**config.mk**
```make
export PLATFORM = sky130hd
export DESIGN_NAME = dsm_top
export DESIGN_NICKNAME = d
export VERILOG_FILES = /design/src/hdl/dsm_pkg.sv /design/src/hdl/dsm_cfg_if.sv /design/src/hdl/dsm_conf_receiver.sv /design/src/hdl/dsm_done_detect.sv /design/src/hdl/dsm_queue_counters.sv /design/src/hdl/dsm_top.sv /design/src/hdl/dsm_writer.sv
export SDC_FILE = /design/constraint.sdc
export NUM_CORES = 2
export LEC_CHECK = 0
export BUFFER_PORTS_ARGS = -buffer_cell sky130_fd_sc_hd__buf_2
export CORE_MARGIN = 3
export CORE_UTILIZATION = 40
export CTS_BUF_LIST = sky130_fd_sc_hd__clkbuf_8
export CTS_CLUSTER_SIZE = 25
export DETAILED_ROUTE_END_ITERATION = 8
export PLACE_DENSITY_LB_ADDON = 0.25
export SETUP_SLACK_MARGIN = 0.2
export SLEW_MARGIN = 20
export SYNTH_ARGS = -nofsm -noshare
export SYNTH_HDL_FRONTEND = slang
export SYNTH_SLANG_ARGS = --single-unit
export TNS_END_PERCENT = 20
```
**constraint.sdc**
```tcl
create_clock -name clk -period 22.4 [get_ports clk]
set_input_delay 6.72 -clock clk [delete_from_list [all_inputs] [get_ports clk]]
set_output_delay 6.72 -clock clk [all_outputs]
set_load 0.005 [all_outputs]
```
**src/hdl/dsm_pkg.sv**
```systemverilog
`default_nettype none

package dsm_pkg;

  parameter int addr_width      = 48;
  parameter int qtd_width       = 32;
  parameter int id_width        = 32;
  parameter int tag_width       = 16;
  parameter int line_width      = 512;
  parameter int counts_per_line = 16;

  // address on top, then size, id in the low bits
  parameter int conf_width = addr_width + qtd_width + id_width;

  typedef enum logic [1:0] {
    conf_none      = 2'd0,
    conf_in_queue  = 2'd1,
    conf_out_queue = 2'd2,
    conf_out_dsm   = 2'd3
  } conf_type_e;

  typedef enum logic [2:0] {
    st_idle,
    st_settle,
    st_counts,   // counter lines
    st_status,   // done flag lines up to the aligned count
    st_wait_resp
  } wr_state_e;

endpackage

`default_nettype wire

```
**src/hdl/dsm_cfg_if.sv**
```systemverilog
`timescale 1ns/1ps
`default_nettype none

interface dsm_cfg_if ();
  import dsm_pkg::*;

  logic                  cfg_ready;  // sticky after first accepted word
  logic [addr_width-1:0] addr_base;
  logic [qtd_width-1:0]  line_quota; // region size in lines
  logic                  cfg_load;

  modport source (
    output cfg_ready, addr_base, line_quota, cfg_load
  );

  modport sink (
    input cfg_ready, addr_base, line_quota, cfg_load
  );

endinterface

`default_nettype wire

```
**src/hdl/dsm_conf_receiver.sv**
```systemverilog
`timescale 1ns/1ps
`default_nettype none

module dsm_conf_receiver #(
  parameter int acc_id = 5
) (
  input  wire logic                         clk,
  input  wire logic                         dsm_rst_internal,
  input  wire logic [1:0]                   conf_valid,
  input  wire logic [dsm_pkg::conf_width-1:0] conf,
  dsm_cfg_if.source                         cfg
);
  import dsm_pkg::*;

  conf_type_e conf_type;
  logic       accept;

  assign conf_type = conf_type_e'(conf_valid);
  assign accept    = (conf_type == conf_out_dsm) &&
                     (conf[id_width-1:0] == id_width'(acc_id));

  always_ff @(posedge clk) begin
    if (dsm_rst_internal) begin
      cfg.cfg_ready <= 1'b0;
      cfg.cfg_load  <= 1'b0;
    end else begin
      cfg.cfg_load <= accept;
      if (accept) begin
        cfg.cfg_ready <= 1'b1;
      end
    end
  end

  // fields held until the next matching word
  always_ff @(posedge clk) begin
    if (accept) begin
      cfg.line_quota <= conf[id_width +: qtd_width];
      cfg.addr_base  <= conf[id_width + qtd_width +: addr_width];
    end
  end

endmodule

`default_nettype wire

```
**src/hdl/dsm_done_detect.sv**
```systemverilog
`timescale 1ns/1ps
`default_nettype none

module dsm_done_detect #(
  parameter int num_in_queues  = 20,
  parameter int num_out_queues = 3
) (
  input  wire logic                          clk,
  input  wire logic                          dsm_rst_internal,
  input  wire logic [num_in_queues-1:0]      done_rd,
  input  wire logic [num_out_queues-1:0]     done_wr,
  input  wire logic                          done_acc,
  input  wire logic                          snap,
  output logic                               update_req,
  output logic [dsm_pkg::line_width-1:0]     done_snap
);
  import dsm_pkg::*;

  localparam int pad_bits = line_width - num_in_queues - num_out_queues - 1;

  logic [line_width-1:0] done_vec;
  logic [line_width-1:0] done_q;
  logic [line_width-1:0] done_last;

  assign done_vec = {done_acc, {pad_bits{1'b0}}, done_wr, done_rd};

  always_ff @(posedge clk) begin
    if (dsm_rst_internal) begin
      done_q    <= '0;
      done_last <= '0;
    end else begin
      done_q <= done_vec;
      if (snap) begin
        done_last <= done_q; // flags now reported
      end
    end
  end

  // only flags that went up since the last report
  assign update_req = |(done_q & ~done_last);
  assign done_snap  = done_last;

endmodule

`default_nettype wire

```
**src/hdl/dsm_queue_counters.sv**
```systemverilog
`timescale 1ns/1ps
`default_nettype none

module dsm_queue_counters #(
  parameter int num_in_queues  = 20,
  parameter int num_out_queues = 3
) (
  input  wire logic                      clk,
  input  wire logic                      dsm_rst_internal,
  input  wire logic [num_in_queues-1:0]  acc_req_rd_data_en,
  input  wire logic [num_out_queues-1:0] acc_req_wr_data_en,
  input  wire logic                      snap,
  output logic [((num_in_queues + dsm_pkg::counts_per_line - 1) / dsm_pkg::counts_per_line +
                 (num_out_queues + dsm_pkg::counts_per_line - 1) / dsm_pkg::counts_per_line) *
                dsm_pkg::line_width - 1:0] lines
);
  import dsm_pkg::*;

  localparam int rd_lines = (num_in_queues + counts_per_line - 1) / counts_per_line;
  localparam int wr_lines = (num_out_queues + counts_per_line - 1) / counts_per_line;
  localparam int rd_slots = rd_lines * counts_per_line;
  localparam int wr_slots = wr_lines * counts_per_line;

  logic [qtd_width-1:0]          rd_cnt [num_in_queues];
  logic [qtd_width-1:0]          wr_cnt [num_out_queues];
  logic [rd_slots*qtd_width-1:0] rd_flat;
  logic [wr_slots*qtd_width-1:0] wr_flat;

  always_ff @(posedge clk) begin
    if (dsm_rst_internal) begin
      rd_cnt <= '{default: '0};
      wr_cnt <= '{default: '0};
    end else begin
      for (int i = 0; i < num_in_queues; i++) begin
        rd_cnt[i] <= rd_cnt[i] + qtd_width'(acc_req_rd_data_en[i]); // wraps
      end
      for (int i = 0; i < num_out_queues; i++) begin
        wr_cnt[i] <= wr_cnt[i] + qtd_width'(acc_req_wr_data_en[i]);
      end
    end
  end

  for (genvar i = 0; i < rd_slots; i++) begin : g_rd_slot
    if (i < num_in_queues) begin : g_used
      assign rd_flat[i*qtd_width +: qtd_width] = rd_cnt[i];
    end else begin : g_pad
      assign rd_flat[i*qtd_width +: qtd_width] = '0;
    end
  end

  for (genvar i = 0; i < wr_slots; i++) begin : g_wr_slot
    if (i < num_out_queues) begin : g_used
      assign wr_flat[i*qtd_width +: qtd_width] = wr_cnt[i];
    end else begin : g_pad
      assign wr_flat[i*qtd_width +: qtd_width] = '0;
    end
  end

  // write-queue lines sit above the read lines
  always_ff @(posedge clk) begin
    if (snap) begin
      lines <= {wr_flat, rd_flat};
    end
  end

endmodule

`default_nettype wire

```
**src/hdl/dsm_top.sv**
```systemverilog
`timescale 1ns/1ps
`default_nettype none

module dsm_top #(
  parameter int num_in_queues  = 20,
  parameter int num_out_queues = 3,
  parameter int acc_id         = 5
) (
  input  wire logic                             clk,
  input  wire logic                             dsm_rst_internal,
  input  wire logic [1:0]                       conf_valid,
  input  wire logic [dsm_pkg::conf_width-1:0]   conf,
  input  wire logic [num_in_queues-1:0]         done_rd,
  input  wire logic [num_out_queues-1:0]        done_wr,
  input  wire logic                             done_acc,
  input  wire logic [num_in_queues-1:0]         acc_req_rd_data_en,
  input  wire logic [num_out_queues-1:0]        acc_req_wr_data_en,
  input  wire logic                             available_write,
  output logic                                  request_write,
  output logic [dsm_pkg::line_width + dsm_pkg::addr_width + dsm_pkg::tag_width - 1:0] write_data,
  input  wire logic                             write_data_valid,
  input  wire logic [dsm_pkg::tag_width-1:0]    write_queue_id
);
  import dsm_pkg::*;

  localparam int rd_lines = (num_in_queues + counts_per_line - 1) / counts_per_line;
  localparam int wr_lines = (num_out_queues + counts_per_line - 1) / counts_per_line;

  logic [(rd_lines + wr_lines)*line_width-1:0] lines;
  logic [line_width-1:0]                       done_snap;
  logic                                        update_req;
  logic                                        snap;

  dsm_cfg_if i_cfg_if ();

  dsm_conf_receiver #(
    .acc_id(acc_id)
  ) i_conf_receiver (
    .clk              (clk),
    .dsm_rst_internal (dsm_rst_internal),
    .conf_valid       (conf_valid),
    .conf             (conf),
    .cfg              (i_cfg_if.source)
  );

  dsm_queue_counters #(
    .num_in_queues  (num_in_queues),
    .num_out_queues (num_out_queues)
  ) i_queue_counters (
    .clk                (clk),
    .dsm_rst_internal   (dsm_rst_internal),
    .acc_req_rd_data_en (acc_req_rd_data_en),
    .acc_req_wr_data_en (acc_req_wr_data_en),
    .snap               (snap),
    .lines              (lines)
  );

  dsm_done_detect #(
    .num_in_queues  (num_in_queues),
    .num_out_queues (num_out_queues)
  ) i_done_detect (
    .clk              (clk),
    .dsm_rst_internal (dsm_rst_internal),
    .done_rd          (done_rd),
    .done_wr          (done_wr),
    .done_acc         (done_acc),
    .snap             (snap),
    .update_req       (update_req),
    .done_snap        (done_snap)
  );

  dsm_writer #(
    .num_in_queues  (num_in_queues),
    .num_out_queues (num_out_queues),
    .acc_id         (acc_id),
    .settle_cycles  (8)
  ) i_writer (
    .clk              (clk),
    .dsm_rst_internal (dsm_rst_internal),
    .cfg              (i_cfg_if.sink),
    .update_req       (update_req),
    .lines            (lines),
    .done_snap        (done_snap),
    .snap             (snap),
    .available_write  (available_write),
    .write_data_valid (write_data_valid),
    .write_queue_id   (write_queue_id),
    .request_write    (request_write),
    .write_data       (write_data)
  );

endmodule

`default_nettype wire

```
**src/hdl/dsm_writer.sv**
```systemverilog
`timescale 1ns/1ps
`default_nettype none

module dsm_writer #(
  parameter int num_in_queues  = 20,
  parameter int num_out_queues = 3,
  parameter int acc_id         = 5,
  parameter int settle_cycles  = 8
) (
  input  wire logic                              clk,
  input  wire logic                              dsm_rst_internal,
  dsm_cfg_if.sink                                cfg,
  input  wire logic                              update_req,
  input  wire logic [((num_in_queues + dsm_pkg::counts_per_line - 1) / dsm_pkg::counts_per_line +
                      (num_out_queues + dsm_pkg::counts_per_line - 1) / dsm_pkg::counts_per_line) *
                     dsm_pkg::line_width - 1:0] lines,
  input  wire logic [dsm_pkg::line_width-1:0]    done_snap,
  output logic                                   snap,
  input  wire logic                              available_write,
  input  wire logic                              write_data_valid,
  input  wire logic [dsm_pkg::tag_width-1:0]     write_queue_id,
  output logic                                   request_write,
  output logic [dsm_pkg::line_width + dsm_pkg::addr_width + dsm_pkg::tag_width - 1:0] write_data
);
  import dsm_pkg::*;

  localparam int rd_lines    = (num_in_queues + counts_per_line - 1) / counts_per_line;
  localparam int wr_lines    = (num_out_queues + counts_per_line - 1) / counts_per_line;
  localparam int count_lines = rd_lines + wr_lines;
  localparam int total_lines = ((count_lines + 1 + 3) / 4) * 4; // at least one status line
  localparam int idx_w       = $clog2(total_lines + 1);
  localparam int settle_w    = $clog2(settle_cycles + 1);

  localparam logic [tag_width-1:0] wr_tag = {1'b1, (tag_width-1)'(acc_id)};

  wr_state_e              state;
  logic [settle_w-1:0]    settle_cnt;
  logic [idx_w-1:0]       line_idx;
  logic [idx_w-1:0]       ack_cnt;
  logic [qtd_width-1:0]   addr_off;
  logic [line_width-1:0]  cur_line;
  logic [addr_width-1:0]  cur_addr;
  logic                   issue;
  logic                   ack_hit;

  assign snap     = (state == st_settle) && (settle_cnt == settle_w'(settle_cycles - 1));
  assign issue    = available_write && ((state == st_counts) || (state == st_status));
  assign ack_hit  = write_data_valid && (write_queue_id == wr_tag);
  assign cur_line = (state == st_counts) ? lines[line_idx*line_width +: line_width] : done_snap;
  assign cur_addr = cfg.addr_base + addr_width'(addr_off);

  always_ff @(posedge clk) begin
    if (dsm_rst_internal) begin
      state         <= st_idle;
      settle_cnt    <= '0;
      line_idx      <= '0;
      ack_cnt       <= '0;
      addr_off      <= '0;
      request_write <= 1'b0;
    end else begin
      request_write <= issue;
      if (ack_hit) begin
        ack_cnt <= ack_cnt + 1'b1;
      end
      if (issue) begin
        line_idx <= line_idx + 1'b1;
        // stay inside the configured region
        if (cfg.line_quota != '0 && addr_off == cfg.line_quota - 1'b1) begin
          addr_off <= '0;
        end else begin
          addr_off <= addr_off + 1'b1;
        end
      end
      case (state)
        st_idle: begin
          if (update_req && cfg.cfg_ready) begin
            settle_cnt <= '0;
            state      <= st_settle;
          end
        end
        st_settle: begin
          settle_cnt <= settle_cnt + 1'b1;
          if (snap) begin
            line_idx <= '0;
            ack_cnt  <= '0; // new update, fresh ack count
            addr_off <= '0;
            state    <= st_counts;
          end
        end
        st_counts: begin
          if (issue && line_idx == idx_w'(count_lines - 1)) begin
            state <= st_status;
          end
        end
        st_status: begin
          if (issue && line_idx == idx_w'(total_lines - 1)) begin
            state <= st_wait_resp;
          end
        end
        st_wait_resp: begin
          if (ack_cnt == idx_w'(total_lines)) begin
            state <= st_idle;
          end
        end
        default: state <= st_idle;
      endcase
      if (cfg.cfg_load) begin
        addr_off <= '0; // new base, restart at its first line
      end
    end
  end

  always_ff @(posedge clk) begin
    if (issue) begin
      write_data <= {cur_line, cur_addr, wr_tag};
    end
  end

endmodule

`default_nettype wire

```
Word level (Yosys, flattened, before mapping)

Index checks and enable logic that the tools add are counted.

Register bits: 3184
Bits in latches: 0
Memory bits (writable): 0
ROM bits: 0
Input port bits: 181
Output and inout port bits: 577
Logic and storage cells: 122
Memories kept: 0

$add $sub $neg: 29
Multipliers: 0
Div/mod/pow operators: 0
Order comparisons: 0
Equal/unequal tests: 17
Shifts and indexed selects: 1
Multiplexer cells: 19
Bitwise operators: 2
Reductions and logical operators: 16

Operators by type and width:

| operator                                             | count |
|---|---|
| indexed part select 1536 x 13 -> 512 bit             | 1 |
| adder 32 x 1 -> 32 bit                               | 23 |
| AND 512 bit                                          | 1 |
| two-way mux 512 bit                                  | 1 |
| NOT 512 bit                                          | 1 |
| OR reduction 512 bit                                 | 1 |
| two-way mux 32 bit                                   | 4 |
| adder 48 x 32 -> 48 bit                              | 1 |
| two-way mux 3 bit                                    | 11 |
| adder 32 x 1 -> 32 bit, second input constant        | 1 |
| equality test 32 x 3 -> 1 bit, second input constant | 1 |
| equality test 32 bit                                 | 1 |
| nonzero test 32 bit                                  | 1 |
| subtractor 32 x 1 -> 32 bit, second input constant   | 1 |
| equality test 16 bit, second input constant          | 1 |
| one-hot mux 3 bit (5 select lines)                   | 1 |
| equality test 3 x 2 -> 1 bit, second input constant  | 4 |
| logical AND 1 bit                                    | 8 |
| one-hot mux 4 bit (2 select lines)                   | 1 |
| adder 3 x 1 -> 3 bit, second input constant          | 2 |
| equality test 3 bit, second input constant           | 2 |
| != test 2 bit, second input constant                 | 3 |
| AND reduction 5 bit                                  | 1 |
| adder 4 x 1 -> 4 bit, second input constant          | 1 |
| other kinds (10)                                     | 11 |

Longest topological paths before layout

Word-level depth: 7
Gate-level depth with buffers: 11
Gate-level depth less buffers: 11

Hierarchy

A second synthesis with hierarchy kept.

Cell total of the unflattened synthesis: 9933
Area total of the unflattened synthesis: 108007.3 um^2

Modules (own cells, without submodules):

| module             | times used | cells an instance | area an instance (um^2) | sequential area each (um^2) |
|---|---|---|---|---|
| dsm_queue_counters | 1          | 5577              | 62641.3                 | 36835.3 |
| dsm_writer         | 1          | 3591              | 37339.6                 | 17737.0 |
| dsm_done_detect    | 1          | 657               | 5375.2                  | 960.9 |
| dsm_conf_receiver  | 1          | 108               | 2651.3                  | 2442.3 |

Least setup slack after synthesis

Ideal clock, no wire load.

Kind: reg-to-reg
Start point: reg i_writer.state[1]
End point: reg i_queue_counters.lines[0] in the netlist's numbering, enable pin
Setup time: 1.387 ns
Arrival time: 21.185 ns
Data required time: 21.013 ns
Slack: -0.172 ns
Stages on the path, launching flop included: 8
Buffers on the path: 3
Period minus slack after synthesis: 22.572 ns
Cells stage by stage: dfxtp_1 -> clkbuf_1 -> nor2_1 -> nand2_1 -> or2_2 -> clkbuf_1 -> inv_1 -> buf_1

Word-level cells in the longest chain between the ends: 2

RTL lines:

| item                         | RTL line                 | text |
|---|---|---|
| from (decl)                  | dsm_writer.sv:36         | `wr_state_e state;` |
| from (signal assigned)       | dsm_writer.sv:54         | `state <= st_idle;` |
| from (signal assigned)       | dsm_writer.sv:78         | `state <= st_settle;` |
| from (signal assigned)       | dsm_writer.sv:87         | `state <= st_counts;` |
| equality test 3 x 1 -> 1 bit | dsm_writer.sv:46         | `assign snap = (state == st_settle) && (settle_cnt == settle_w'(settle_cycles - 1));` |
| logical AND 1 bit            | dsm_writer.sv:46         |  |
| net i_done_detect.snap       | dsm_done_detect.sv:13    | `input wire logic snap,` |
| to (signal assigned)         | dsm_queue_counters.sv:62 | `lines <= {wr_flat, rd_flat};` |
| to (decl)                    | dsm_queue_counters.sv:15 | `dsm_pkg::line_width - 1:0] lines` |

The timed path passes the listed nets, and every way through them passes these cells.
A chain may end at the register's enable or synchronous reset.

Final worst setup path

Start point: in available_write
End point: reg i_writer.write_data[516] in the netlist's numbering, enable pin

Word-level cells in the longest chain between the ends: 1

RTL lines:

| item                 | RTL line          | text |
|---|---|---|
| from (decl)          | dsm_top.sv:18     | `input wire logic available_write,` |
| logical AND 1 bit    | dsm_writer.sv:47  | `assign issue = available_write && ((state == st_counts) \|\| (state == st_status));` |
| to (signal assigned) | dsm_writer.sv:115 | `write_data <= {cur_line, cur_addr, wr_tag};` |
| to (decl)            | dsm_writer.sv:23  | `output logic [dsm_pkg::line_width + dsm_pkg::addr_width + dsm_pkg::tag_width - 1:0] write_data` |

No other way between the ends.

==> results.ini <==
[status]
outcome=complete, no violations

[timing]
drv_slew=0
hold_viol_final=0
rsz0062_at_grt=no
relSlewSlack_pct=28.1
worst_pin_slew_ns=1.08
clock.fmax_mhz=95.8
setup_viol=0
period_minus_slack_ns=10.44
fin_crit_sh_pct=46.6
finClkSkew_ns=0.108
tns_ns=0

[hold_path]
min_from=i_queue_counters.rd_cnt[249]
min_to=i_queue_counters.lines[409]
hp-class=reg -> reg
min_path_cells=0

[route]
vias=51900
antenna_left=0
dr.pass1.iters=5
drcViolationCount=0
wl_um=188000
avgRoutedWirePerCell_um=17.7
via_per_inst=4.88
drt-initial-drc-count=3742

[synthesis]
synth_cell_types=75
ys_ff_latch=2208
muxShareOfSynthArea_pct=1.61
synth.avg_cell_area_sq_um=12.7
synth_compound_area_share_pct=3.63
synthTopCellsByArea=edfxtp_1, dfxtp_1, xor2_1, nor2_1, and2_1
yosysWarnings=0
ys.flop_type=edfxtp_1
syn_area_sq_um=84000
yosys.area_share.simple_pct=15.6
yosys.area.top_type=edfxtp_1
ys_seq_area_share_pct=69.0
synth_cells=6592
synthXorXnorAreaFrac_pct=7.28
synth-edff-count=1376
synth_top_area_share_pct=49.2
synth_top_family_by_area=simple AND/OR/NAND/NOR gates
async_flop_share_pct=0
synth_adder_area_share_pct=1.31

[global_route]
grt.met3_usage_pct=3.53
grt_antenna_before_repair=18
grt_pass1_wl_um=291000
grt_pass1_vias=51000
grt_overflow=0
grtUsageMet1_pct=22.4
grt_use_met2_pct=27.9
grt.busiest_layer=met2
grt_usage_pct=17.0
grt_max_degree=182

[worst_setup_path]
path_max_fanout=88
rrSetupSlack_ns=16.88
reg2reg_from=i_writer.state[1]
cp_data_required_time_ns=23.05
reg2reg_depth=9
r2r-end=i_writer.write_data[303]
critPathLaunchType=input port
worstSetupPathType=in -> reg
endpoint_kind=flip-flop
arrival_ns=11.08

[cells_and_area]
final_core_util_pct=47.0
final-instance-count-excl-fill=10600
postLayoutCellArea_sq_um=97700
syn_to_final_growth_pct=16.4
drive_above_1_share_pct=16.7
fin_nets=7807

[run]
cap_violations=0

[die]
rows=167
die_area_sq_um=215000
num_io_pins=758
die_h_um=464
die_w_um=464
core_area_sq_um=208000
start_util_pct=40.4

[clock_network]
h-tree-depth=5
post_cts_buffers=0
clockRootBuffer=clkbuf_8
cts_resized=0
clkSinkCount=2208
clkTransAtPathRegs_ns=0.06
insertion_delay_ns=1.02
cts_tree=yes
clockBufferDepth=4
numCtsBuffers=376
cts_hold_buffers=0

[power_and_ir_drop]
p_per_area_nw_per_um2=79.0
p_total_mw=7.72
max-vdd-ir-drop_uv=51.9
p_leak_nw=31.6

[place]
placed_area_sq_um=90600
gp_congestion=0.851
dp_cells=9949
io_buffers=741
dp_hpwl_um=128000

per-stage QoR:
stage,hold WS (ns),worst slack (ns)
CTS,0.370,12.01
detailed placement,0.421,10.83
finish,0.381,11.96
global placement,0.417,10.95
global route,0.385,11.70
floorplan,0.408,2.27
critical path: stages:
cell     delay, ns
buf_2         0.17
nand2_1       0.28
inv_8         0.53
buf_4         0.81
buf_4         0.69
buf_4         0.69
buf_4         0.80
routing by layer:
layer,up-vias,part of all wire (%),wire length [um]
met5,-,0.024,45
met1,25000,44,83100
met3,366,5.7,10700
li1,25200,-,-
met4,6,2.9,5470
met2,1337,47,89000
logic make-up after synthesis:
logic type	Yosys count
flops	2208
xor+xnor	698
mux	135
fa+ha+maj	87
compound gates	534
simple gates	2621
buf+inv	307
other cells	2
flip-flops by register name, indices dropped and copies added, names as in the netlist, 4 cells and up:
signal	flops
i_writer.settle_cnt	4
i_conf_receiver.cfg.addr_base	48
i_done_detect.done_q	24
i_queue_counters.rd_cnt	640
i_queue_counters.wr_cnt	96
i_writer.addr_off	32
i_conf_receiver.cfg.line_quota	32
i_queue_counters.lines	736
i_done_detect.done_snap	24
i_writer.write_data	560
layout make-up:
cell class                 instances  area (sq um)
sequential                      2208         58000
fill                           18600        110000
clock buffer                     422          5810
tap                             2788          3490
inverter                          82           323
antenna                            9          22.5
multi-input combinational       4091         24800
timing repair buffer             780          4050
clock inverter                   255          1230
report_power, final:
group          switching [mW]  total [mW]  internal, mW
registers             0.00739        4.29          4.29
clock network            1.57        3.36          1.79
logic                  0.0436      0.0689        0.0252
total                    1.62        7.72          6.10
cells in the mapped netlist (all sizes together) (4+ instances only):
master,n
xor2,469
dfxtp,832
nor4b,5
ha,86
xnor2,229
buf,29
mux2i,132
nand2b,13
or2,12
a21oi,168
nor2,784
nand2,467
a211oi,6
edfxtp,1376
o2111ai,7
a21o,18
a22oi,25
clkbuf,196
o21a,6
a21boi,6
o21ai,235
nor4,32
and4,46
inv,82
and2,397
a31oi,4
o21bai,5
nor3,88
nand3b,4
o22ai,10
or3,132
o211ai,9
nor2b,88
o31ai,4
and3,128
nand3,280
nand4,128
or4,7
layout by cell type, fill, tap and decap left out, drive strengths merged, types with 5 or more instances in the layout:
master,synthesis,routed
edfxtp,1376,1376
dfxtp,832,832
nor2,784,784
buf,29,780
xor2,469,469
nand2,467,467
clkbuf,196,422
and2,397,397
nand3,280,280
inv,82,236
o21ai,235,235
xnor2,229,229
a21oi,168,168
mux2i,132,132
or3,132,132
nand4,128,128
and3,128,128
nor2b,88,88
nor3,88,88
clkinv,0,87
ha,86,86
and4,46,46
nor4,32,32
a22oi,25,25
a21o,18,18
conb,2,16
nand2b,13,13
or2,12,12
o22ai,10,10
diode,0,9
o211ai,9,9
clkinvlp,0,8
o2111ai,7,7
or4,7,7
a211oi,6,6
o21a,6,6
a21boi,6,6
bufinv,0,6
o21bai,5,5
nor4b,5,5
worst max path at each step:
stage	from	to	slack, ns
after floorplan	i_writer.state[1]	i_queue_counters.lines[0]	2.27
after global placement	available_write	i_writer.write_data[303]	10.95
after detailed placement	available_write	i_writer.write_data[505]	10.83
after CTS	available_write	i_writer.write_data[505]	12.01
after global routing	available_write	i_writer.write_data[498]	11.70
final	available_write	i_writer.write_data[516]	11.96
Note: power is estimated with default switching activity, not from simulation.
